**config.mk**
```make
export PLATFORM = sky130hd
export DESIGN_NAME = hdd_registers
export DESIGN_NICKNAME = d
export VERILOG_FILES = /design/src/hw/hdd_bus_pkg.sv /design/src/hw/hdd_sector_pkg.sv /design/src/hw/hdd_registers.sv
export SDC_FILE = /design/constraint.sdc
export NUM_CORES = 1
export LEC_CHECK = 0
export BUFFER_PORTS_ARGS = -buffer_cell sky130_fd_sc_hd__buf_2
export CAP_MARGIN = 20
export CORE_MARGIN = 5
export CORE_UTILIZATION = 56
export CTS_CLUSTER_DIAMETER = 50
export CTS_CLUSTER_SIZE = 14
export DETAILED_ROUTE_END_ITERATION = 8
export PLACE_DENSITY = 0.78
export SLEW_MARGIN = 20
export SYNTH_ARGS = -nofsm -noshare
export SYNTH_HDL_FRONTEND = slang
export SYNTH_SLANG_ARGS = --single-unit
export TNS_END_PERCENT = 5
```
**constraint.sdc**
```tcl
create_clock -name CLK_14M -period 1.4 [get_ports CLK_14M]
set_input_delay 0.14 -clock CLK_14M [delete_from_list [all_inputs] [get_ports CLK_14M]]
set_output_delay 0.14 -clock CLK_14M [all_outputs]
set_load 0.005 [all_outputs]
```
**src/hw/hdd_bus_pkg.sv**
```systemverilog
/*
 * CPU-visible register map of the ProDOS block device card.
 * Offsets come from a[3:0] of the device-select range. Offsets 9 to 15 are unused.
 */
`default_nettype none

package hdd_bus_pkg;

    typedef logic [3:0] reg_offset_t;   // Offset within the device window
    typedef logic [7:0] cmd_t;
    typedef logic [7:0] status_t;

    // ------------------------------------------------------------
    // Register offsets
    localparam reg_offset_t REG_EXECUTE    = 4'h0;  // Read runs the latched command
    localparam reg_offset_t REG_STATUS     = 4'h1;
    localparam reg_offset_t REG_COMMAND    = 4'h2;
    localparam reg_offset_t REG_UNIT       = 4'h3;
    localparam reg_offset_t REG_MEM_LOW    = 4'h4;
    localparam reg_offset_t REG_MEM_HIGH   = 4'h5;
    localparam reg_offset_t REG_BLOCK_LOW  = 4'h6;
    localparam reg_offset_t REG_BLOCK_HIGH = 4'h7;
    localparam reg_offset_t REG_NEXT_BYTE  = 4'h8;  // Streams the sector buffer

    // ProDOS command and status codes
    localparam cmd_t    CMD_STATUS     = 8'h00;
    localparam cmd_t    CMD_READ       = 8'h01;
    localparam cmd_t    CMD_WRITE      = 8'h02;
    localparam status_t STATUS_OK      = 8'h00;
    localparam status_t STATUS_ERROR   = 8'h01;
    localparam status_t STATUS_BUSY    = 8'h80;
    localparam status_t STATUS_PROTECT = 8'h2B;

    localparam logic [7:0] BUS_IDLE_DATA = 8'hFF;  // d_out when nothing is read

endpackage

`default_nettype wire

```
**src/hw/hdd_sector_pkg.sv**
```systemverilog
/*
 * Sector buffer geometry and the data types of the block path.
 * ProDOS blocks are 512 bytes and addressed by a 16-bit number.
 */
`default_nettype none

package hdd_sector_pkg;

    // ------------------------------------------------------------
    // Data path types
    typedef logic [7:0]  byte_t;
    typedef logic [8:0]  sector_offset_t;  // Byte position inside a sector
    typedef logic [15:0] block_t;          // ProDOS block number

    // Buffer geometry
    localparam int SECTOR_BYTES = 512;

endpackage

`default_nettype wire

```
**src/hw/hdd_registers.sv**
```systemverilog
/*
 * Parameter block registers of the ProDOS interface.
 * Readback covers offsets 2 to 7. Writes elsewhere have no effect.
 */
`timescale 1ns/10ps
`default_nettype none

module hdd_registers (
    input  wire                          CLK_14M,
    input  wire                          RESET,
    input  wire                          we,
    input  wire hdd_bus_pkg::reg_offset_t offset,
    input  wire hdd_sector_pkg::byte_t    d_in,
    output hdd_sector_pkg::byte_t         reg_q,
    output hdd_sector_pkg::block_t        sector
);

    hdd_sector_pkg::byte_t command;     // Copy for readback only
    hdd_sector_pkg::byte_t unit;
    hdd_sector_pkg::byte_t mem_low;
    hdd_sector_pkg::byte_t mem_high;
    hdd_sector_pkg::byte_t block_low;
    hdd_sector_pkg::byte_t block_high;

    always_ff @(posedge CLK_14M) begin
        if (RESET) begin
            command    <= '0;
            unit       <= '0;
            mem_low    <= '0;
            mem_high   <= '0;
            block_low  <= '0;
            block_high <= '0;
        end else if (we) begin
            case (offset)
                hdd_bus_pkg::REG_COMMAND:    command    <= d_in;
                hdd_bus_pkg::REG_UNIT:       unit       <= d_in;
                hdd_bus_pkg::REG_MEM_LOW:    mem_low    <= d_in;
                hdd_bus_pkg::REG_MEM_HIGH:   mem_high   <= d_in;
                hdd_bus_pkg::REG_BLOCK_LOW:  block_low  <= d_in;
                hdd_bus_pkg::REG_BLOCK_HIGH: block_high <= d_in;
                default: ;
            endcase
        end
    end

    always_comb begin
        case (offset)
            hdd_bus_pkg::REG_COMMAND:    reg_q = command;
            hdd_bus_pkg::REG_UNIT:       reg_q = unit;
            hdd_bus_pkg::REG_MEM_LOW:    reg_q = mem_low;
            hdd_bus_pkg::REG_MEM_HIGH:   reg_q = mem_high;
            hdd_bus_pkg::REG_BLOCK_LOW:  reg_q = block_low;
            hdd_bus_pkg::REG_BLOCK_HIGH: reg_q = block_high;
            default:                     reg_q = hdd_bus_pkg::BUS_IDLE_DATA;
        endcase
    end

    assign sector = {block_high, block_low};  // Block number to the host

endmodule

`default_nettype wire

```
==> results_tabular.tex <==
\begin{tabular}{lr}
\hline
Metric & Value \\
\hline
\multicolumn{2}{l}{\textbf{Run status}} \\
\quad Result of the run & finished with violations \\
\quad Failing checks & setup timing \\
\multicolumn{2}{l}{\textbf{Clock network}} \\
\quad Post-CTS clock slew at the launch and capture registers of the worst setup and hold paths & 0.09 ns \\
\quad Clock latency on the worst-skew pair & 0.31 ns \\
\quad Clock tree from TritonCTS & built \\
\quad Max Root-Sink Buffers & 2 \\
\quad CTS Hold Buffers Added & 0 \\
\quad Total CTS buffers & 5 \\
\quad Number of H-tree levels & 2 \\
\quad Clock root buffer & sky130\_fd\_sc\_hd\_\_clkbuf\_8 \\
\quad TritonCTS Sinks & 48 \\
\quad Number of setup buffers added after CTS & 0 \\
\multicolumn{2}{l}{\textbf{Critical path}} \\
\quad Flop2flop setup slack & 0.67 ns \\
\quad Reg2Reg Capture Point & block\_low[0] \\
\quad Cells along the critical path & and3b\_1 > o21ai\_0 > o2111ai\_1 > buf\_2 \\
\quad Slowest Stage Delay on Critical Path & 0.33 ns \\
\quad Data arrival at the endpoint of the critical path & 1.29 ns \\
\quad Startpoint types & register \\
\quad Worst endpoint required time & 1.26 ns \\
\quad Reg-to-reg critical path startpoint & block\_low[0] \\
\quad Max Fanout on Critical Path & 2 \\
\quad Worst R2R Path Depth & 2 \\
\quad Critical Setup Path Class & reg -> out \\
\quad Critical Path End Type & primary output \\
\quad Critical-path cell with the highest stage delay & sky130\_fd\_sc\_hd\_\_dfxtp\_1 \\
\multicolumn{2}{l}{\textbf{STA}} \\
\quad Final Hold Vio Count & 0 \\
\quad F\_max & 699 MHz \\
\quad Setup slack of the critical path after layout & -0.0297 ns \\
\quad Number of pins exceeding their max-slew limit in the final report & 0 \\
\quad \# setup viols final & 2 \\
\quad Final period demand of the worst path & 1.43 ns \\
\quad Worst Max-Slew Pin Slew & 0.606 ns \\
\quad Normalized max-slew margin & 59.6\% \\
\quad RSZ-0062 raised after global routing & true \\
\quad Final clock period utilization by the worst path & 102\% \\
\quad Worst Clk Skew & 0 ns \\
\quad Hold WS & 0.119 ns \\
\multicolumn{2}{l}{\textbf{Route}} \\
\quad Initial detailed-routing violation count & 218 \\
\quad Pre-Repair DR Iteration Count & 6 \\
\quad Routed wire length & 7010 um \\
\quad Per-cell routed wire length & 18.8 um \\
\quad Antenna Nets Post-Route & 0 \\
\quad Remaining routing DRC violations & 0 \\
\quad Detail-routed via count per cell & 6.38 \\
\quad Via total after detailed routing & 2387 \\
\multicolumn{2}{l}{\textbf{Finish}} \\
\quad Area growth, synth to finish & 21.0\% \\
\quad Layout Nets & 338 \\
\quad Fillcell total & 331 \\
\quad Antenna diode count & 0 \\
\quad Commonest cells after routing, fill and taps aside & 39 x sky130\_fd\_sc\_hd\_\_dfxtp\_1, 37 x sky130\_fd\_sc\_hd\_\_buf\_2, 33 x sky130\_fd\_sc\_hd\_\_o21ai\_0 \\
\quad Most frequent standard cell in the layout excluding fill and tap cells & sky130\_fd\_sc\_hd\_\_dfxtp\_1 \\
\quad Share of layout cells above drive strength 1 & 28.1\% \\
\multicolumn{2}{l}{\textbf{Placement}} \\
\quad Routability-driven placement congestion ratio & 0.846 \\
\quad Dpl hpwl & 4660 um \\
\quad Input/output buffers & 38 \\
\quad Pre-CTS setup slack & 0.0220 ns \\
\multicolumn{2}{l}{\textbf{Floorplan}} \\
\quad Area of the core & 0.00409 mm\^{}2 \\
\quad Die Footprint & 0.00571 mm\^{}2 \\
\quad Top Ports & 39 \\
\quad Standard-cell row count & 23 \\
\quad Starting utilization of the core area & 58.9\% \\
\quad Overall die width & 75.5 um \\
\quad Die Y & 75.5 um \\
\multicolumn{2}{l}{\textbf{Worst hold path}} \\
\quad WHS Endpoint & block\_high[6] \\
\quad Min-Delay Startpoint & d\_in[6] \\
\quad Number of stages on the worst hold path & 3 \\
\quad HP Class & in -> reg \\
\multicolumn{2}{l}{\textbf{Yosys}} \\
\quad Syn nets & 300 \\
\quad Register bit count reported by yosys & 48 \\
\quad Sequential share of the synthesized area & 39.9\% \\
\quad Netlist area before placement & 0.00241 mm\^{}2 \\
\quad Yosys Warn Count & 0 \\
\quad Synthesized area per cell & 8.44 um\^{}2 \\
\quad Cells after Synth & 285 \\
\quad Number of distinct library cells after synthesis & 31 \\
\multicolumn{2}{l}{\textbf{Power and ir drop}} \\
\quad Total power per unit cell area & 1020 mW/mm\^{}2 \\
\quad Maximum ir drop on the vdd rail & 0.659 mV \\
\quad Sequential share of power & 46.8\% \\
\quad Share of total power in combinational logic & 12.1\% \\
\quad Cell-internal power & 2.24 mW \\
\quad Switching Share & 24.8\% \\
\quad Net switching power & 0.738 mW \\
\quad Leakage power summed over all cells & 1.19 nW \\
\quad Proportion of power drawn by the clock network & 41.1\% \\
\multicolumn{2}{l}{\textbf{Global route}} \\
\quad Global-route usage over all layers & 25.6\% \\
\quad Pin count of the biggest net entering global routing & 36 \\
\quad Overflow left after global routing & 0 \\
\quad Number of antenna violations at the first check in global routing & 0 \\
\quad Global-route wire length before repair & 11100 um \\
\quad Via count of the first global-routing pass & 2290 \\
\multicolumn{2}{l}{\textbf{Job}} \\
\quad Max-cap violations & 0 \\
\hline
\end{tabular}
==> final cells by class <==
cell class | instances | area [um^2] | share of cell area (%)
inverter | 2 | 7.51 | 0.258
clock buffer | 5 | 68.8 | 2.36
sequential | 48 | 972 | 33.4
clock inverter | 3 | 68.8 | 2.36
timing repair buffer | 59 | 375 | 12.9
tap | 50 | 62.6 | 2.15
multi-input combinational | 207 | 1360 | 46.6
==> critical path, delay by kind of cell, from the launching register on <==
kind                   cells  cell delay (ns)
buffers and inverters      1             0.15
and+or+nand+nor            1             0.18
DFF                        1             0.33
AOI/OAI and AO/OA          2             0.32
==> layer usage <==
layer  routed length (um)  track usage [%]  share of wire [%]
met1                 2900             33.8                 41
met2                 3310             39.4                 47
met3                  666             7.12                9.5
met4                  135             10.3                1.9
met5                    0                0                  0
==> cell families after synthesis <==
kind of cell / share of synthesized area (%)
flops: 39.9
simple gates: 23.8
compound gates: 23.6
mux: 6.66
buf+inv: 5.98
==> per-stage QoR <==
| step | TNS [ns] | utilization [%] | std cells | total power, mW | instance area (um^2) |
|---|---|---|---|---|---|
| 5_1_grt | -0.166 | 71.2 | 374 | 3.06 | 2910 |
| 4_1_cts | -0.0283 | 69.8 | 374 | 2.96 | 2850 |
| 6_report | -0.0549 | 71.2 | 374 | 2.98 | 2910 |
| 3_3_place_gp | 0 | 66.2 | 366 | 1.75 | 2710 |
| 3_5_place_dp | 0 | 66.2 | 366 | 1.76 | 2710 |
| 2_1_floorplan | 0 | - | 285 | 1.61 | 2410 |
==> power by group through the flow <==
stage / clock network, mW / registers [mW] / logic, mW
final: 1.23 / 1.39 / 0.360
after global routing: 1.28 / 1.40 / 0.383
after CTS: 1.23 / 1.39 / 0.337
after detailed placement: 0 / 1.42 / 0.332
after global placement: 0 / 1.42 / 0.330
after floorplan: 0 / 1.42 / 0.191
==> how the worst max path moves through the flow <==
stage	slack (ns)	cells after the start	from	to
after global placement	0.06	5	offset[2]	reg_q[0]
after detailed placement	0.02	4	offset[1]	mem_high[2]
final	-0.03	4	mem_high[1]	reg_q[1]
after CTS	-0.03	4	block_high[1]	reg_q[1]
after floorplan	0.17	5	offset[2]	unit[0]
after global routing	-0.06	4	block_high[4]	reg_q[4]
==> synth_stat cells (all sizes together) <==
master	number	area [um^2]
mux2i	16	160
o211a	7	70.1
nand2	9	33.8
and2b	1	7.51
nor3	1	16.3
or3	1	6.26
nand3b	1	20.0
nor3b	1	12.5
a21boi	1	7.51
nand3	32	160
nand2b	32	200
and3b	3	26.3
o21ai	40	200
and4	1	8.76
and3	7	43.8
nor2b	3	18.8
and2	1	6.26
nor2	1	3.75
dfxtp	48	961
a21oi	32	160
o2111ai	1	8.76
a221oi	7	61.3
inv	2	7.51
a211oi	8	60.1
or3b	1	8.76
buf	11	70.1
clkbuf	17	66.3
==> sequential cells by signal (all words and copies together) (netlist names) <==
signal / count
mem_high: 8
mem_low: 8
block_low: 8
block_high: 8
unit: 8
command: 8
==> what timing repair did <==
action,4_1_cts,5_1_grt
pin swaps,0,6
resized for setup,4,24
setup endpoints to repair,5,8
endpoints found under the hold margin,0,0
Power figures use the tool's default switching activity.
