### src/hw/hdd_sector_pkg.sv
/*
 * Sector buffer geometry and the data types of the block path.
 * ProDOS blocks are 512 bytes and addressed by a 16-bit number.
 */
`default_nettype none

package hdd_sector_pkg;

    // ------------------------------------------------------------
    // Data path types
    typedef logic [7:0]  byte_t;
    typedef logic [8:0]  sector_offset_t;  // Byte position inside a sector
    typedef logic [15:0] block_t;          // ProDOS block number

    // Buffer geometry
    localparam int SECTOR_BYTES = 512;

endpackage

`default_nettype wire

### src/hw/byte_stream.sv
/*
 * NEXT BYTE offset counter and CPU side of the sector buffer.
 * The offset wraps after the last byte of the buffer or sector, whichever is smaller.
 * A read byte is valid two clocks after the offset moves.
 */
`timescale 1ns/10ps
`default_nettype none

module byte_stream #(
    parameter int ADDR_WIDTH = 9
) (
    input  wire                             CLK_14M,
    input  wire                             RESET,
    input  wire                             clear,
    input  wire                             read,
    input  wire                             write,
    input  wire hdd_sector_pkg::byte_t       d_in,
    input  wire hdd_sector_pkg::byte_t       buf_q,
    output hdd_sector_pkg::sector_offset_t   buf_addr,
    output logic                            buf_we,
    output hdd_sector_pkg::byte_t            buf_di,
    output hdd_sector_pkg::byte_t            stream_q,
    output logic                            last
);

    localparam int DEPTH      = 1 << ADDR_WIDTH;
    localparam int LAST_INDEX = (DEPTH < hdd_sector_pkg::SECTOR_BYTES ?
                                 DEPTH : hdd_sector_pkg::SECTOR_BYTES) - 1;
    localparam logic [ADDR_WIDTH-1:0] LAST_OFFSET = ADDR_WIDTH'(LAST_INDEX);

    logic [ADDR_WIDTH-1:0] offset;
    logic [ADDR_WIDTH-1:0] wr_addr;     // Offset captured with the CPU write

    // ------------------------------------------------------------
    always_ff @(posedge CLK_14M) begin
        if (RESET) begin
            offset <= '0;
            buf_we <= 1'b0;
        end else begin
            buf_we <= write;
            if (clear)
                offset <= '0;                        // New command restarts the sector
            else if (read || write)
                offset <= last ? '0 : offset + 1'b1;
        end
    end

    always_ff @(posedge CLK_14M) begin
        if (write) begin
            wr_addr <= offset;
            buf_di  <= d_in;
        end
        stream_q <= buf_q;                           // Stage port B for the next access
    end

    assign last     = (offset == LAST_OFFSET);
    assign buf_addr = buf_we ? hdd_sector_pkg::sector_offset_t'(wr_addr)
                             : hdd_sector_pkg::sector_offset_t'(offset);

endmodule

`default_nettype wire

### config.mk
export PLATFORM = sky130hd
export DESIGN_NAME = byte_stream
export DESIGN_NICKNAME = d
export VERILOG_FILES = /design/src/hw/hdd_sector_pkg.sv /design/src/hw/byte_stream.sv
export SDC_FILE = /design/constraint.sdc
export NUM_CORES = 1
export LEC_CHECK = 0
export BUFFER_PORTS_ARGS = -buffer_cell sky130_fd_sc_hd__buf_2
export CAP_MARGIN = 30
export CORE_ASPECT_RATIO = 1.5
export CORE_UTILIZATION = 53
export CTS_BUF_LIST = sky130_fd_sc_hd__clkbuf_4 sky130_fd_sc_hd__clkbuf_8
export DETAILED_ROUTE_END_ITERATION = 8
export PLACE_DENSITY = 0.85
export SKIP_LAST_GASP = 1
export SLEW_MARGIN = 20
export SYNTH_ARGS = -nofsm -noshare
export SYNTH_HDL_FRONTEND = slang
export SYNTH_SLANG_ARGS = --single-unit
### constraint.sdc
create_clock -name CLK_14M -period 4.9 [get_ports CLK_14M]
set_clock_uncertainty 0.2 [all_clocks]
set_input_delay 1.47 -clock CLK_14M [delete_from_list [all_inputs] [get_ports CLK_14M]]
set_output_delay 1.47 -clock CLK_14M [all_outputs]
set_load 0.1 [all_outputs]
==> key figures, run 1 <==
Synthesis
  – Yosys warning count: 0
  – Number of synthesized register bits: 35
  – Largest area contributor in the netlist: edfxtp_1
  – Netlist cell types: 24
  – Top cells by count, synth: dfxtp_1, edfxtp_1, mux2_2
  – Asr flop ratio synth: 0%
  – EDFF count, synth: 17
  – Post-Synthesis Cell Area: 1240 um2
  – Top FF cell, synth: dfxtp_1
  – Post-Syn Instances: 89
  – Sequential fraction of the synthesis area: 70.3%
  – Mapped Avg Cell Area: 13.9 um2
  – Most frequent cell after synthesis: dfxtp_1
  – Post-synth top area share: 41.2%
  – Syn_nets: 113
  – Area contributors post-synth: edfxtp_1, dfxtp_1, mux2_2, ha_1, o21ai_0

STA
  – Setup TNS: 0 ns
  – Final hold viol count: 0
  – Unrepaired setup endpoints after global routing: no
  – Final critical-path share of the clock period: 74.9%
  – Min Clock Period, post-route: 3.67 ns
  – Max_slew headroom: 67.3%
  – Slew Limit Fails: 0
  – F_max: 273 MHz
  – Setup violators final: 0
  – Slew @ Worst Pin: 0.491 ns

Floorplan
  – Die Y-Extent: 61.2 um
  – Starting Density: 56.1%
  – Core ar.: 2210 um2
  – Row Count: 21
  – Die area: 2540 um2
  – Chip width: 41.5 um
  – Io pins: 48

Global route
  – Met2 usage: 31.3%
  – Largest net degree at the start of global routing: 26
  – All-Layer GR Usage: 19.5%
  – Grt met3 use: 9.38%
  – GR peak layer: met2
  – Gr ovfl total: 0
  – M1 GR Usage: 19.0%
  – Number of global-route vias before repair: 813
  – Initial antenna violation count: 0
  – Global-route wire length before repair: 3520 um

Layout
  – Area delta synth->final: 25.7%
  – Multi-input logic area: 360 um2
  – FILL cells: 163
  – Nets: 166
  – Storage element area: 871 um2
  – Final instance area: 1560 um2
  – Core Util, Final: 70.5%
  – Ant. Diodes: 0
  – Share of cells above drive strength 1: 45.5%

Min path
  – Hold crit path type: flop to flop

Detailed routing
  – Iteration-0 DRC Markers: 25
  – ANT nets after route: 0
  – Routed WL: 2240 um
  – Drt drc: 0
  – Drt wl/cell: 13.5 um
  – 1st-pass router iterations: 4
  – Vias per cell: 5.40
  – DR vias: 896

Pwr
  – Cell Int Power: 0.397 mW
  – Logic pwr share: 19.4%
  – Pleak: 0.681 nW
  – Worst vdd ir: 0.253 mV
  – Sequential power share: 54.6%
  – Switching share of power: 33.2%
  – PwrDens: 382 nW/um2
  – Clock power frac: 26.1%
  – Psw: 0.197 mW

Setup path
  – CP top delay family: simple AND/OR/NAND/NOR gates
  – Critical Path Max Stage Delay: 0.47 ns
  – Slowest CP cell: dfxtp_1
  – CP required: 3.23 ns
  – R2R cell count: 6
  – Element type at the critical path start: flop
  – Critical path type: flop to output port
  – Reg2Reg Capture Point: offset[6]
  – Critical Path, Cell by Cell: nand4_2 > nor3_1 > ha_1 > buf_2
  – Reg-to-reg slack, setup: 3.05 ns
  – Worst setup EP type: output port
  – Critical path origin: offset[2]
  – Worst EP arrival: 2.00 ns
  – WP depth: 4
  – Buf/Inv on CP: 1
  – Worst-path maximum fanout: 7
  – CP endpoint: last
  – R2R Path Start: offset[2]

CTS
  – Post-CTS Setup Inserts: 0
  – CTS buffer count: 5
  – CTS tree: yes
  – Root Buffer: clkbuf_4
  – Post-CTS resize count: 0
  – Clock buffer depth: 2
  – Clk sink count: 35
  – Hold buffers post-CTS: 0
  – # H-tree levels: 2
  – Clk pin slew, worst setup/hold paths: 0.11 ns
  – Clk_lat worst skew: 0.35 ns

Placement
  – Placed cell area: 1500 um2
  – PortBufs: 47
  – GP Congestion: 0.773
  – DPL Wire Length: 1600 um

Status
  – Outcome: finished clean

Flow run
  – Max Cap Violations: 0
## per-stage QoR
stage | hold slack [ns] | instances | worst slack, ns | total power [mW]
after floorplan | 0.239 | 89 | 0.114 | 0.423
after global placement | 0.250 | 158 | 1.67 | 0.446
after detailed placement | 0.277 | 158 | 1.61 | 0.447
after CTS | 0.290 | 166 | 1.22 | 0.600
after global routing | 0.323 | 166 | 1.10 | 0.616
final | 0.283 | 166 | 1.23 | 0.594
## layout make-up
class,instances,area share [%]
Tap cell,23,1.85
Clock buffer,6,2.89
Timing Repair Buffer,47,15.1
Clock inverter,2,0.804
Inverter,1,0.241
Multi-Input combinational cell,52,23.2
Sequential cell,35,55.9
## power groups by stage
stage / Combinational (mW) / Clock (mW) / Sequential [mW]
2_1_floorplan: 0.0257 / 0 / 0.397
3_3_place_gp: 0.115 / 0 / 0.331
3_5_place_dp: 0.116 / 0 / 0.331
4_1_cts: 0.116 / 0.160 / 0.325
5_1_grt: 0.118 / 0.172 / 0.326
6_report: 0.115 / 0.155 / 0.324
## metal layers
layer | vias to the layer above | share of wire, %
met2 | 52 | 48
met1 | 400 | 38
met5 | - | 0
met3 | 6 | 10
li1 | 438 | -
met4 | 0 | 3.4
## how the worst min path moves through the flow
stage | start | endpoint | depth (start not counted)
floorplan | offset[6] | wr_addr[6] | 0
global route | offset[6] | wr_addr[6] | 0
detailed placement | offset[6] | wr_addr[6] | 0
finish | offset[6] | wr_addr[6] | 0
global placement | offset[6] | wr_addr[6] | 0
CTS | offset[6] | wr_addr[6] | 0
## registers in the layout (all words and copies together), names as in the netlist
| signal | count |
|---|---|
| offset | 9 |
| buf_di | 8 |
| stream_q | 8 |
| buf_we | 1 |
| wr_addr | 9 |
## placed cells by master, fill, tap and decap left out, types with 3 or more instances in the layout
cell      instances
o21ai_0           7
nand2_1           7
a21oi_1           5
buf_2            47
nor2_1            4
or3_1             3
mux2_2            8
ha_1              3
dfxtp_1          18
edfxtp_1         17
clkbuf_4          6
## logic make-up (layout without fill, tap and decap cells)
kind of cell | count (synthesis) | after routing | synth area share (%)
flip-flops | 35 | 35 | 70.3
AND/OR/NAND/NOR | 21 | 21 | 8.79
AO/OA/AOI/OAI | 17 | 17 | 7.78
multiplexers | 9 | 9 | 8.08
adder cells (fa/ha/maj) | 3 | 3 | 3.03
XOR/XNOR | 2 | 2 | 1.41
buffers and inverters | 2 | 56 | 0.605
(Power assumes the default switching activity.)
==> run 2, diff against run 1 <==
--- a/config.mk
+++ b/config.mk
@@ -8,10 +8,10 @@
 export BUFFER_PORTS_ARGS = -buffer_cell sky130_fd_sc_hd__buf_2
 export CAP_MARGIN = 30
 export CORE_ASPECT_RATIO = 1.5
-export CORE_UTILIZATION = 53
+export CORE_UTILIZATION = 44
 export CTS_BUF_LIST = sky130_fd_sc_hd__clkbuf_4 sky130_fd_sc_hd__clkbuf_8
 export DETAILED_ROUTE_END_ITERATION = 8
-export PLACE_DENSITY = 0.85
+export PLACE_DENSITY = 0.75
 export SKIP_LAST_GASP = 1
 export SLEW_MARGIN = 20
 export SYNTH_ARGS = -nofsm -noshare
==> constraint.sdc (replaced) <==
create_clock -name CLK_14M -period 3.21 [get_ports CLK_14M]
set_clock_uncertainty 0.2 [all_clocks]
set_input_delay 0.963 -clock CLK_14M [delete_from_list [all_inputs] [get_ports CLK_14M]]
set_output_delay 0.963 -clock CLK_14M [all_outputs]
set_load 0.1 [all_outputs]
==> run 2 against run 1 <==
Design area grew 5.0%. Non-clock buffer count is 1 higher. Die area increased by 20%. Highest routed layer unchanged.
==> key figures, run 2 (synthesis gave the netlist of run 1 again) <==
CTS
  – Hold buffers post-CTS: 0 (unchanged)
  – Root Buffer: clkbuf_8
  – Clock buffer depth: 2 (unchanged)
  – Clk sink count: 35 (unchanged)
  – # H-tree levels: 2 (unchanged)
  – CTS buffer count: 5 (unchanged)
  – Clk pin slew, worst setup/hold paths: 0.07 ns (-0.04 ns)
  – CTS tree: yes
  – Clk_lat worst skew: 0.29 ns (-0.06 ns)

Floorplan
  – Die Y-Extent: 67.0 um (+9.4%)
  – Core ar.: 2680 um2 (+21%)
  – Row Count: 23 (+9.5%)
  – Die area: 3040 um2 (+20%)
  – Chip width: 45.3 um (+9.3%)
  – Io pins: 48 (unchanged)
  – Starting Density: 46.3% (-9.8 points)

Global route
  – Largest net degree at the start of global routing: 17 (-35%)
  – All-Layer GR Usage: 17.7% (-1.8 points)
  – Initial antenna violation count: 0 (unchanged)
  – Number of global-route vias before repair: 852 (+4.8%)
  – Gr ovfl total: 0 (unchanged)
  – Global-route wire length before repair: 3590 um (+2.1%)

Placement
  – PortBufs: 47 (unchanged)
  – GP Congestion: 0.731 (-5.4%)
  – Placed insts: 173 (+9.5%)
  – DPL Wire Length: 1710 um (+7.3%)

Layout
  – Share of cells above drive strength 1: 46.5% (+1.1 points)
  – Area delta synth->final: 31.9%
  – Most frequent cells in the layout: buf_2, dfxtp_1, edfxtp_1
  – Largest regs: offset: 9 flops, wr_addr: 9 flops
  – Commonest non-fill, non-tap cell in the layout: buf_2
  – Finished Layout Cells: 181 (+9.0%)
  – Nets: 167 (+0.60%)
  – Ant. Diodes: 0 (unchanged)

Pwr
  – Psw: 0.310 mW (+57%)
  – Pleak: 0.706 nW (+3.7%)
  – PwrDens: 624 nW/um2 (+63%)
  – Cell Int Power: 0.710 mW (+79%)
  – Logic pwr share: 17.4% (-2.0 points)
  – Sequential power share: 48.6% (-6.0 points)
  – Switching share of power: 30.4% (-2.8 points)
  – Clock power frac: 34.0% (+7.9 points)
  – Worst vdd ir: 0.428 mV (+69%)

STA
  – Final hold viol count: 0 (unchanged)
  – Setup TNS: 0 ns (unchanged)
  – Final critical-path share of the clock period: 95.4%
  – F_max: 327 MHz
  – Max_slew headroom: 67.4% (+0.10 points)
  – Min Clock Period, post-route: 3.06 ns
  – Slew @ Worst Pin: 0.493 ns (+0.00182 ns)
  – Setup violators final: 0 (unchanged)
  – Slew Limit Fails: 0 (unchanged)
  – Unrepaired setup endpoints after global routing: no

Min path
  – Hold path depth: 0 (unchanged)
  – Hold wc startpoint: offset[6]
  – Hold Path Sink: wr_addr[6]
  – Hold crit path type: flop to flop

Detailed routing
  – Vias per cell: 4.89 (-9.4%)
  – 1st-pass router iterations: 4 (unchanged)
  – Top sig layer: met4
  – Met3 WL: 188 um (-18%)
  – Iteration-0 DRC Markers: 9 (-64%)
  – Drt wl/cell: 12.7 um (-6.1%)
  – WL met2: 1140 um (+5.1%)
  – M1 WL: 897 um (+5.3%)
  – Drt drc: 0 (unchanged)
  – Routed WL: 2300 um (+2.4%)
  – DR vias: 885 (-1.2%)
  – ANT nets after route: 0 (unchanged)

Flow run
  – Max Cap Violations: 0 (unchanged)

Setup path
  – Worst setup EP type: output port
  – Critical path origin: offset[0]
  – CP required: 2.05 ns (-1.18 ns)
  – Element type at the critical path start: flop
  – Reg-to-reg slack, setup: 1.31 ns (-1.74 ns)
  – Worst-path maximum fanout: 7 (unchanged)
  – R2R cell count: 7 (+1)
  – Worst EP arrival: 1.90 ns (-0.10 ns)
  – Critical path type: flop to output port
  – R2R Path Start: offset[0]
  – Reg2Reg Capture Point: offset[2]

Status
  – Outcome: finished clean
-- run 2: changes by cell type in the layout (fill, tap and decap cells not counted) --
| cell | previous run | this run |
|---|---|---|
| clkbuf_8 | 0 | 7 |
| buf_4 | 0 | 1 |
| clkbuf_4 | 6 | 1 |
| clkinv_2 | 1 | 0 |
| buf_2 | 47 | 46 |
| o21ai_0 | 7 | 6 |
| o21ai_2 | 0 | 1 |
-- run 2: worst max path at each step --
stage	to	cells after the start	slack, ns
after detailed placement	last	4	0.39
final	last	5	0.15
after global routing	last	4	0.04
after global placement	last	4	0.47
after CTS	last	4	0.07
after floorplan	buf_addr[0]	2	0.11
-- run 2: layout make-up --
type | count | area, um2
Fill cell | 238 | 1040
Clock inverter | 1 | 7.51
Multi-Input combinational cell | 52 | 364
Tap cell | 37 | 46.3
Inverter | 1 | 3.75
Sequential cell | 35 | 871
Clock buffer | 7 | 96.3
Timing Repair Buffer | 48 | 245
-- run 2: repair_timing --
item / 4_1_cts / 5_1_grt
resized for setup: 0 / 1
setup buffers: 0 / 0
endpoints found under the hold margin: 0 / 0
setup endpoints to repair: 0 / 1
-- run 2: per-layer routing --
metal | global-route usage, % | vias to the layer above
met3 | 8.40 | 8
li1 | - | 436
met1 | 16.5 | 396
met4 | 12.5 | 0
met5 | 0 | -
met2 | 29.2 | 45
-- run 2: power groups by stage --
stage / Sequential, mW / Clock [mW] / Combinational (mW)
after floorplan: 0.606 / 0 / 0.0395
after global placement: 0.505 / 0 / 0.176
after detailed placement: 0.506 / 0 / 0.177
after CTS: 0.496 / 0.355 / 0.178
after global routing: 0.498 / 0.376 / 0.182
final: 0.496 / 0.347 / 0.177
-- run 2: critical path, cell delays in order, from the launching register on --
cell and delay, ns:
dfxtp_1 0.45, ha_1 0.20, nand2_1 0.05, nor3_1 0.30
ha_1 0.27, clkbuf_4 0.34
-- run 2: per-stage QoR --
step | total power, mW | hold slack (ns) | utilization (%) | worst slack [ns] | instance area [um2]
floorplan | 0.646 | 0.239 | - | 0.114 | 1240
finish | 1.02 | 0.273 | 61.1 | 0.148 | 1630
global placement | 0.682 | 0.251 | 57.1 | 0.470 | 1530
global route | 1.06 | 0.310 | 61.1 | 0.0412 | 1630
CTS | 1.03 | 0.280 | 61.0 | 0.0685 | 1630
detailed placement | 0.683 | 0.264 | 57.1 | 0.385 | 1530
