## src/hw/hdd_bus_pkg.sv

```systemverilog
/*
 * CPU-visible register map of the ProDOS block device card.
 * Offsets come from a[3:0] of the device-select range. Offsets 9 to 15 are unused.
 */
`default_nettype none

package hdd_bus_pkg;

    typedef logic [3:0] reg_offset_t;   // Offset within the device window
    typedef logic [7:0] cmd_t;
    typedef logic [7:0] status_t;

    // ------------------------------------------------------------
    // Register offsets
    localparam reg_offset_t REG_EXECUTE    = 4'h0;  // Read runs the latched command
    localparam reg_offset_t REG_STATUS     = 4'h1;
    localparam reg_offset_t REG_COMMAND    = 4'h2;
    localparam reg_offset_t REG_UNIT       = 4'h3;
    localparam reg_offset_t REG_MEM_LOW    = 4'h4;
    localparam reg_offset_t REG_MEM_HIGH   = 4'h5;
    localparam reg_offset_t REG_BLOCK_LOW  = 4'h6;
    localparam reg_offset_t REG_BLOCK_HIGH = 4'h7;
    localparam reg_offset_t REG_NEXT_BYTE  = 4'h8;  // Streams the sector buffer

    // ProDOS command and status codes
    localparam cmd_t    CMD_STATUS     = 8'h00;
    localparam cmd_t    CMD_READ       = 8'h01;
    localparam cmd_t    CMD_WRITE      = 8'h02;
    localparam status_t STATUS_OK      = 8'h00;
    localparam status_t STATUS_ERROR   = 8'h01;
    localparam status_t STATUS_BUSY    = 8'h80;
    localparam status_t STATUS_PROTECT = 8'h2B;

    localparam logic [7:0] BUS_IDLE_DATA = 8'hFF;  // d_out when nothing is read

endpackage

`default_nettype wire

```

## src/hw/hdd_sector_pkg.sv

```systemverilog
/*
 * Sector buffer geometry and the data types of the block path.
 * ProDOS blocks are 512 bytes and addressed by a 16-bit number.
 */
`default_nettype none

package hdd_sector_pkg;

    // ------------------------------------------------------------
    // Data path types
    typedef logic [7:0]  byte_t;
    typedef logic [8:0]  sector_offset_t;  // Byte position inside a sector
    typedef logic [15:0] block_t;          // ProDOS block number

    // Buffer geometry
    localparam int SECTOR_BYTES = 512;

endpackage

`default_nettype wire

```

## src/hw/hdd_control.sv

```systemverilog
/*
 * Access decode, status register and command sequencing of the block device card.
 * An access is one clock with phi0 and a rising device_select.
 * The CPU must leave at least three idle clocks between accesses.
 */
`timescale 1ns/10ps
`default_nettype none

module hdd_control (
    input  wire                          CLK_14M,
    input  wire                          RESET,
    input  wire                          phi0,
    input  wire                          device_select,
    input  wire                          rd,
    input  wire hdd_bus_pkg::reg_offset_t offset,
    input  wire hdd_sector_pkg::byte_t    d_in,
    input  wire                          hdd_mounted,
    input  wire                          hdd_protect,
    input  wire hdd_sector_pkg::byte_t    reg_q,
    input  wire hdd_sector_pkg::byte_t    stream_q,
    input  wire                          stream_last,
    output logic                         reg_we,
    output logic                         stream_clear,
    output logic                         stream_read,
    output logic                         stream_write,
    output hdd_sector_pkg::byte_t         d_out,
    output logic                         hdd_read,
    output logic                         hdd_write
);

    typedef enum logic [1:0] {
        ST_IDLE,
        ST_READ_ACTIVE,
        ST_WRITE_ACTIVE
    } cmd_state_t;

    cmd_state_t           cmd_state;
    hdd_bus_pkg::status_t status;
    hdd_bus_pkg::cmd_t    command;      // Latched at REG_COMMAND write
    logic                 select_d;
    logic                 access;
    logic                 rd_access;
    logic                 wr_access;

    // ------------------------------------------------------------
    // Access decode, one access per select assertion
    assign access    = phi0 && device_select && !select_d;
    assign rd_access = access && rd;
    assign wr_access = access && !rd;

    assign reg_we       = wr_access;                 // Register file picks its own offsets
    assign stream_clear = wr_access && (offset == hdd_bus_pkg::REG_COMMAND);
    assign stream_read  = rd_access && (offset == hdd_bus_pkg::REG_NEXT_BYTE);
    assign stream_write = wr_access && (offset == hdd_bus_pkg::REG_NEXT_BYTE);

    // ------------------------------------------------------------
    always_ff @(posedge CLK_14M) begin
        if (RESET) begin
            select_d  <= 1'b0;
            d_out     <= hdd_bus_pkg::BUS_IDLE_DATA;
            hdd_read  <= 1'b0;
            hdd_write <= 1'b0;
            status    <= hdd_bus_pkg::STATUS_OK;
            command   <= hdd_bus_pkg::CMD_STATUS;
            cmd_state <= ST_IDLE;
        end else begin
            select_d  <= device_select;
            d_out     <= hdd_bus_pkg::BUS_IDLE_DATA;
            hdd_read  <= 1'b0;                       // Strobes last one cycle
            hdd_write <= 1'b0;

            if (rd_access) begin
                case (offset)
                    hdd_bus_pkg::REG_EXECUTE: begin
                        d_out <= status;             // Status from before the access
                        case (command)
                            hdd_bus_pkg::CMD_STATUS:
                                status <= hdd_mounted ? hdd_bus_pkg::STATUS_OK
                                                      : hdd_bus_pkg::STATUS_ERROR;
                            hdd_bus_pkg::CMD_READ: begin
                                if (!hdd_mounted) begin
                                    status    <= hdd_bus_pkg::STATUS_ERROR;
                                    d_out     <= hdd_bus_pkg::STATUS_ERROR;
                                    cmd_state <= ST_IDLE;
                                end else if (cmd_state == ST_READ_ACTIVE) begin
                                    hdd_read <= 1'b1;   // Host fills the buffer
                                end
                            end
                            hdd_bus_pkg::CMD_WRITE: begin
                                if (hdd_protect) begin
                                    status    <= hdd_bus_pkg::STATUS_ERROR;
                                    d_out     <= hdd_bus_pkg::STATUS_PROTECT;
                                    cmd_state <= ST_IDLE;
                                end else if (!hdd_mounted) begin
                                    status    <= hdd_bus_pkg::STATUS_ERROR;
                                    d_out     <= hdd_bus_pkg::STATUS_ERROR;
                                    cmd_state <= ST_IDLE;
                                end else if (cmd_state == ST_WRITE_ACTIVE) begin
                                    hdd_write <= 1'b1;  // Buffer already streamed in
                                    cmd_state <= ST_IDLE;
                                end
                            end
                            default: ;
                        endcase
                    end
                    hdd_bus_pkg::REG_STATUS:
                        d_out <= status;
                    hdd_bus_pkg::REG_NEXT_BYTE: begin
                        d_out <= stream_q;
                        if (stream_last) begin
                            // End of sector releases the busy status
                            status <= hdd_bus_pkg::STATUS_OK;
                            if (cmd_state == ST_READ_ACTIVE)
                                cmd_state <= ST_IDLE;
                        end
                    end
                    hdd_bus_pkg::REG_COMMAND, hdd_bus_pkg::REG_UNIT,
                    hdd_bus_pkg::REG_MEM_LOW, hdd_bus_pkg::REG_MEM_HIGH,
                    hdd_bus_pkg::REG_BLOCK_LOW, hdd_bus_pkg::REG_BLOCK_HIGH:
                        d_out <= reg_q;
                    default: ;                       // Unused offsets read idle data
                endcase
            end

            if (wr_access && (offset == hdd_bus_pkg::REG_COMMAND)) begin
                command <= d_in;
                case (d_in)
                    hdd_bus_pkg::CMD_READ: begin
                        status    <= hdd_bus_pkg::STATUS_BUSY;
                        cmd_state <= ST_READ_ACTIVE;
                    end
                    hdd_bus_pkg::CMD_WRITE: begin
                        status    <= hdd_bus_pkg::STATUS_BUSY;
                        cmd_state <= ST_WRITE_ACTIVE;
                    end
                    default: begin
                        status    <= hdd_bus_pkg::STATUS_OK;
                        cmd_state <= ST_IDLE;
                    end
                endcase
            end
        end
    end

    // ------------------------------------------------------------
    // Host strobes never overlap
    assert property (@(posedge CLK_14M) disable iff (RESET) !(hdd_read && hdd_write));

    // Three idle clocks after each access cover the buffer read latency
    assert property (@(posedge CLK_14M) disable iff (RESET)
        access |-> !$past(access) && !$past(access, 2) && !$past(access, 3));

endmodule

`default_nettype wire

```

## config.mk

```make
export PLATFORM = sky130hd
export DESIGN_NAME = hdd_control
export DESIGN_NICKNAME = d
export VERILOG_FILES = /design/src/hw/hdd_bus_pkg.sv /design/src/hw/hdd_sector_pkg.sv /design/src/hw/hdd_control.sv
export SDC_FILE = /design/constraint.sdc
export NUM_CORES = 1
export LEC_CHECK = 0
export BUFFER_PORTS_ARGS = -buffer_cell sky130_fd_sc_hd__buf_2
export CORE_MARGIN = 2
export CORE_UTILIZATION = 40
export CTS_BUF_LIST = sky130_fd_sc_hd__clkbuf_8
export DETAILED_ROUTE_END_ITERATION = 16
export GPL_ROUTABILITY_DRIVEN = 1
export PLACE_DENSITY = 0.77
export SYNTH_ARGS = -nofsm -noshare
export SYNTH_HDL_FRONTEND = slang
export SYNTH_SLANG_ARGS = --single-unit
```

## constraint.sdc

```tcl
create_clock -name CLK_14M -period 1.65 [get_ports CLK_14M]
set_input_delay 0 -clock CLK_14M [delete_from_list [all_inputs] [get_ports CLK_14M]]
set_output_delay 0 -clock CLK_14M [all_outputs]
set_load 0.05 [all_outputs]
```

==> metrics.txt <==
# TYPE chip_impl_metric gauge
chip_impl_info{name="status",value="complete, but fails checks"} 1
chip_impl_info{name="violated_checks",value="setup timing"} 1
chip_impl_metric{name="detail-route-antenna-nets",unit=""} 0
chip_impl_metric{name="grt_antenna_before_repair",unit=""} 0
chip_impl_info{name="synth.largest_area_cell",value="dfxtp_1"} 1
chip_impl_metric{name="timing.fmax",unit="GHz"} 0.560
chip_impl_metric{name="worstRegToRegCells",unit=""} 5
chip_impl_info{name="critPathLaunchType",value="flip-flop"} 1
chip_impl_metric{name="final_critical_path_setup_slack",unit="ns"} -0.136
chip_impl_metric{name="power.net_switching",unit="mW"} 0.363
chip_impl_info{name="critical_path.startpoint",value="command[7]"} 1
chip_impl_metric{name="cts-buffers-inserted",unit=""} 5
chip_impl_info{name="rsz0062_at_grt",value="yes"} 1
chip_impl_metric{name="tritoncts_num_sinks",unit=""} 29
chip_impl_metric{name="post_synth_inst_count",unit=""} 169
chip_impl_info{name="path_class",value="reg2reg"} 1
chip_impl_metric{name="placed_area",unit="um^2"} 1760
chip_impl_metric{name="post-place-cells",unit=""} 264
chip_impl_metric{name="port_buffers",unit=""} 49
chip_impl_metric{name="clk_latency",unit="ns"} 0.28
chip_impl_metric{name="total_power",unit="mW"} 1.48
chip_impl_metric{name="htreeDepth",unit=""} 2
chip_impl_info{name="cts-root-buf",value="clkbuf_8"} 1
chip_impl_metric{name="grt.overflow.total",unit=""} 0
chip_impl_metric{name="floorplan.io_pins",unit=""} 50
chip_impl_metric{name="route.final.wire_length",unit="um"} 3920
chip_impl_metric{name="synth_sequential_area_ratio",unit=""} 0.406
chip_impl_metric{name="drc_errors",unit=""} 0
chip_impl_info{name="worst_hold_path_type",value="in2reg"} 1
chip_impl_metric{name="finalHoldWorstSlack",unit="ns"} 0.00932
chip_impl_metric{name="hold_depth",unit=""} 4
chip_impl_info{name="worst_path_max_delay_cell",value="a211oi_1"} 1
chip_impl_metric{name="worst_pin_slew",unit="ns"} 0.611
chip_impl_metric{name="synth.lib_cells_used.distinct",unit=""} 40
chip_impl_metric{name="syn-cell-area",unit="um^2"} 1430
chip_impl_metric{name="core_area",unit="um^2"} 3390
chip_impl_metric{name="global_route.usage.total",unit=""} 0.195
chip_impl_metric{name="timing.slew.headroom",unit=""} 0.590
chip_impl_metric{name="drv_slew",unit=""} 0
chip_impl_metric{name="vias",unit=""} 1523
chip_impl_metric{name="r2r_setup_slack",unit="ns"} -0.14
chip_impl_info{name="hold_path_startpoint",value="stream_q[4]"} 1
chip_impl_info{name="critical_path.top_delay_family",value="compound AO/OA/AOI/OAI gates"} 1
chip_impl_metric{name="critical_path.max_stage_delay",unit="ns"} 0.42
chip_impl_metric{name="relative_contribution_of_combinational_cells_to_total_power",unit=""} 0.128
chip_impl_info{name="endpoint_kind",value="flip-flop"} 1
chip_impl_metric{name="final_layout_size_suffix_gt1_frac",unit=""} 0.320
chip_impl_metric{name="stdcell_area",unit="um^2"} 2020
chip_impl_metric{name="sw_frac_of_total",unit=""} 0.245
chip_impl_metric{name="fin_crit_sh",unit=""} 1.08
chip_impl_metric{name="power_frac_clock",unit=""} 0.395
chip_impl_info{name="ys_top_cells_by_area",value="dfxtp_1, mux2i_1, nor2_1"} 1
chip_impl_metric{name="post_synth.cell_area_avg",unit="um^2"} 8.46
chip_impl_metric{name="place_hpwl",unit="um"} 2610
chip_impl_info{name="rr_startpoint",value="command[7]"} 1
chip_impl_info{name="tritoncts",value="done"} 1
chip_impl_metric{name="core_util_final",unit=""} 0.596
chip_impl_info{name="leading_cell_type_in_the_layout_fill_and_taps_excluded",value="buf_2"} 1
chip_impl_metric{name="yosys_warnings",unit=""} 0
chip_impl_metric{name="die_width",unit="um"} 63.8
chip_impl_metric{name="synth.net_count",unit=""} 205
chip_impl_metric{name="synthToLayoutAreaGrowth",unit="%"} 41.3
chip_impl_metric{name="layout.cells.non_filler",unit=""} 287
chip_impl_metric{name="gp_congestion",unit=""} 0.810
chip_impl_metric{name="final-setup-viol-count",unit=""} 8
chip_impl_metric{name="power.density_cell_area",unit="nW/um^2"} 733
chip_impl_metric{name="first_global_vias",unit=""} 1410
chip_impl_metric{name="buffers_from_clock_root_to_sink_at_most",unit=""} 2
chip_impl_metric{name="die_height",unit="um"} 63.8
chip_impl_metric{name="drt-pass1-iter-count",unit=""} 4
chip_impl_metric{name="leakagePower",unit="nW"} 0.813
chip_impl_metric{name="timing.clock.skew",unit="ns"} 0.00415
chip_impl_info{name="r2r_end",value="status[0]"} 1
chip_impl_info{name="layout.cells.most_common_list",value="buf_2, dfxtp_1, nor2_1"} 1
chip_impl_metric{name="grt_first_pass_wirelength",unit="um"} 6200
chip_impl_metric{name="antennaDiodeCount",unit=""} 0
chip_impl_metric{name="routed_via_density",unit=""} 5.31
chip_impl_info{name="holdPathEnd",value="d_out[4]"} 1
chip_impl_metric{name="synth_top_area_frac",unit=""} 0.406
chip_impl_metric{name="setup_total_negative_slack",unit="ns"} -0.372
chip_impl_metric{name="drt_first_iter_violations",unit=""} 94
chip_impl_metric{name="worstPathBufferInverterCount",unit=""} 0
chip_impl_metric{name="routedWlPerCell",unit="um"} 13.6
chip_impl_metric{name="largest_net_degree_at_the_start_of_global_routing",unit=""} 15
chip_impl_metric{name="arrival",unit="ns"} 1.98
chip_impl_metric{name="required",unit="ns"} 1.85
chip_impl_metric{name="finalNetCount",unit=""} 277
chip_impl_metric{name="crit_path_max_fanout",unit=""} 4
chip_impl_metric{name="starting_density",unit=""} 0.422
chip_impl_metric{name="yosys_register_bits",unit=""} 29
chip_impl_metric{name="seqPwrFrac",unit=""} 0.477
chip_impl_metric{name="place_worst_setup_slack",unit="ns"} 0.0640
chip_impl_metric{name="internal_dissipation",unit="mW"} 1.12
chip_impl_metric{name="fp.dieArea",unit="um^2"} 4070
chip_impl_metric{name="period_needed",unit="ns"} 1.79
chip_impl_metric{name="vdd.ir_drop.worst",unit="mV"} 0.441
chip_impl_metric{name="clk_pin_slew_worst_paths",unit="ns"} 0.06
chip_impl_info{name="timing.critical_path.cells",value="nor4_4, nand3_1, a211oi_1, mux2i_2, a311oi_2"} 1
chip_impl_metric{name="number_of_failing_hold_endpoints_at_the_final_stage",unit=""} 0
chip_impl_metric{name="cap_violations",unit=""} 0
chip_impl_metric{name="floorplan.rows",unit=""} 21
worst max-delay path by stage:
stage / end / slack [ns] / cells past startpoint
2_1_floorplan: command[0] / 0.05 / 5
3_3_place_gp: status[3] / 0.10 / 5
3_5_place_dp: status[4] / 0.06 / 5
4_1_cts: status[0] / -0.02 / 6
5_1_grt: status[0] / -0.20 / 6
6_report: status[0] / -0.14 / 5
cells in the mapped netlist, drive strengths merged:
master and instances:
and2 9, nor3b 1, nor2b 1, a311oi 1
inv 6, or4 2, a211oi 5, a221o 1
o21ai 13, nand2b 6, a31oi 3, a211o 4
clkbuf 4, xor2 1, a21oi 9, nand3b 1
nand2 12, o32ai 1, nor3 5, and4bb 1
dfxtp 29, o2bb2ai 1, and3 5, buf 3
mux2i 9, nor2 18, nand3 6, nand4b 2
and4 1, o311ai 1, nor4 5, or2 1
nor4b 1, o22ai 1
cell type report:
class	instances	area [um^2]
tap	46	57.6
multi-input combinational	127	818
clock buffer	6	82.6
sequential	29	583
inverter	6	22.5
fill	283	1370
clock inverter	1	3.75
timing repair buffer	72	453
power by group through the flow:
stage	clock [mW]	sequential (mW)	combinational, mW
5_1_grt	0.615	0.707	0.207
4_1_cts	0.595	0.707	0.184
6_report	0.585	0.707	0.190
2_1_floorplan	0	0.732	0.0698
3_5_place_dp	0	0.722	0.159
3_3_place_gp	0	0.722	0.157
worst register-to-register path, cell delays in order (launching register included):
cell      delay [ns]
dfxtp_2         0.33
nor4_4          0.35
nand3_1         0.20
a211oi_1        0.42
mux2i_2         0.14
a311oi_2        0.25
state kept, by name, summed over array words and instances (netlist names):
signal,cells
hdd_write,1
cmd_state,2
command,8
d_out,8
hdd_read,1
select_d,1
status,8
cells by family after synthesis:
family                    synth area share
DFF                                  0.406
and+or+nand+nor                      0.309
buffers and inverters               0.0367
AOI/OAI and AO/OA                    0.179
muxes                               0.0630
xor gates and xnor gates           0.00613
what timing repair did:
action,4_1_cts,5_1_grt
pin swaps,5,4
endpoints found under the setup margin,7,12
setup buffers,3,0
hold buffers,13,0
resized for setup,1,7
endpoints found under the hold margin,13,0
layer usage:
| metal | global-route usage | share of wire |
|---|---|---|
| met5 | 0 | 0 |
| met4 | 0.106 | 0.033 |
| met3 | 0.0405 | 0.045 |
| met2 | 0.319 | 0.47 |
| met1 | 0.237 | 0.45 |
Note: power is estimated with default switching activity, not from simulation.
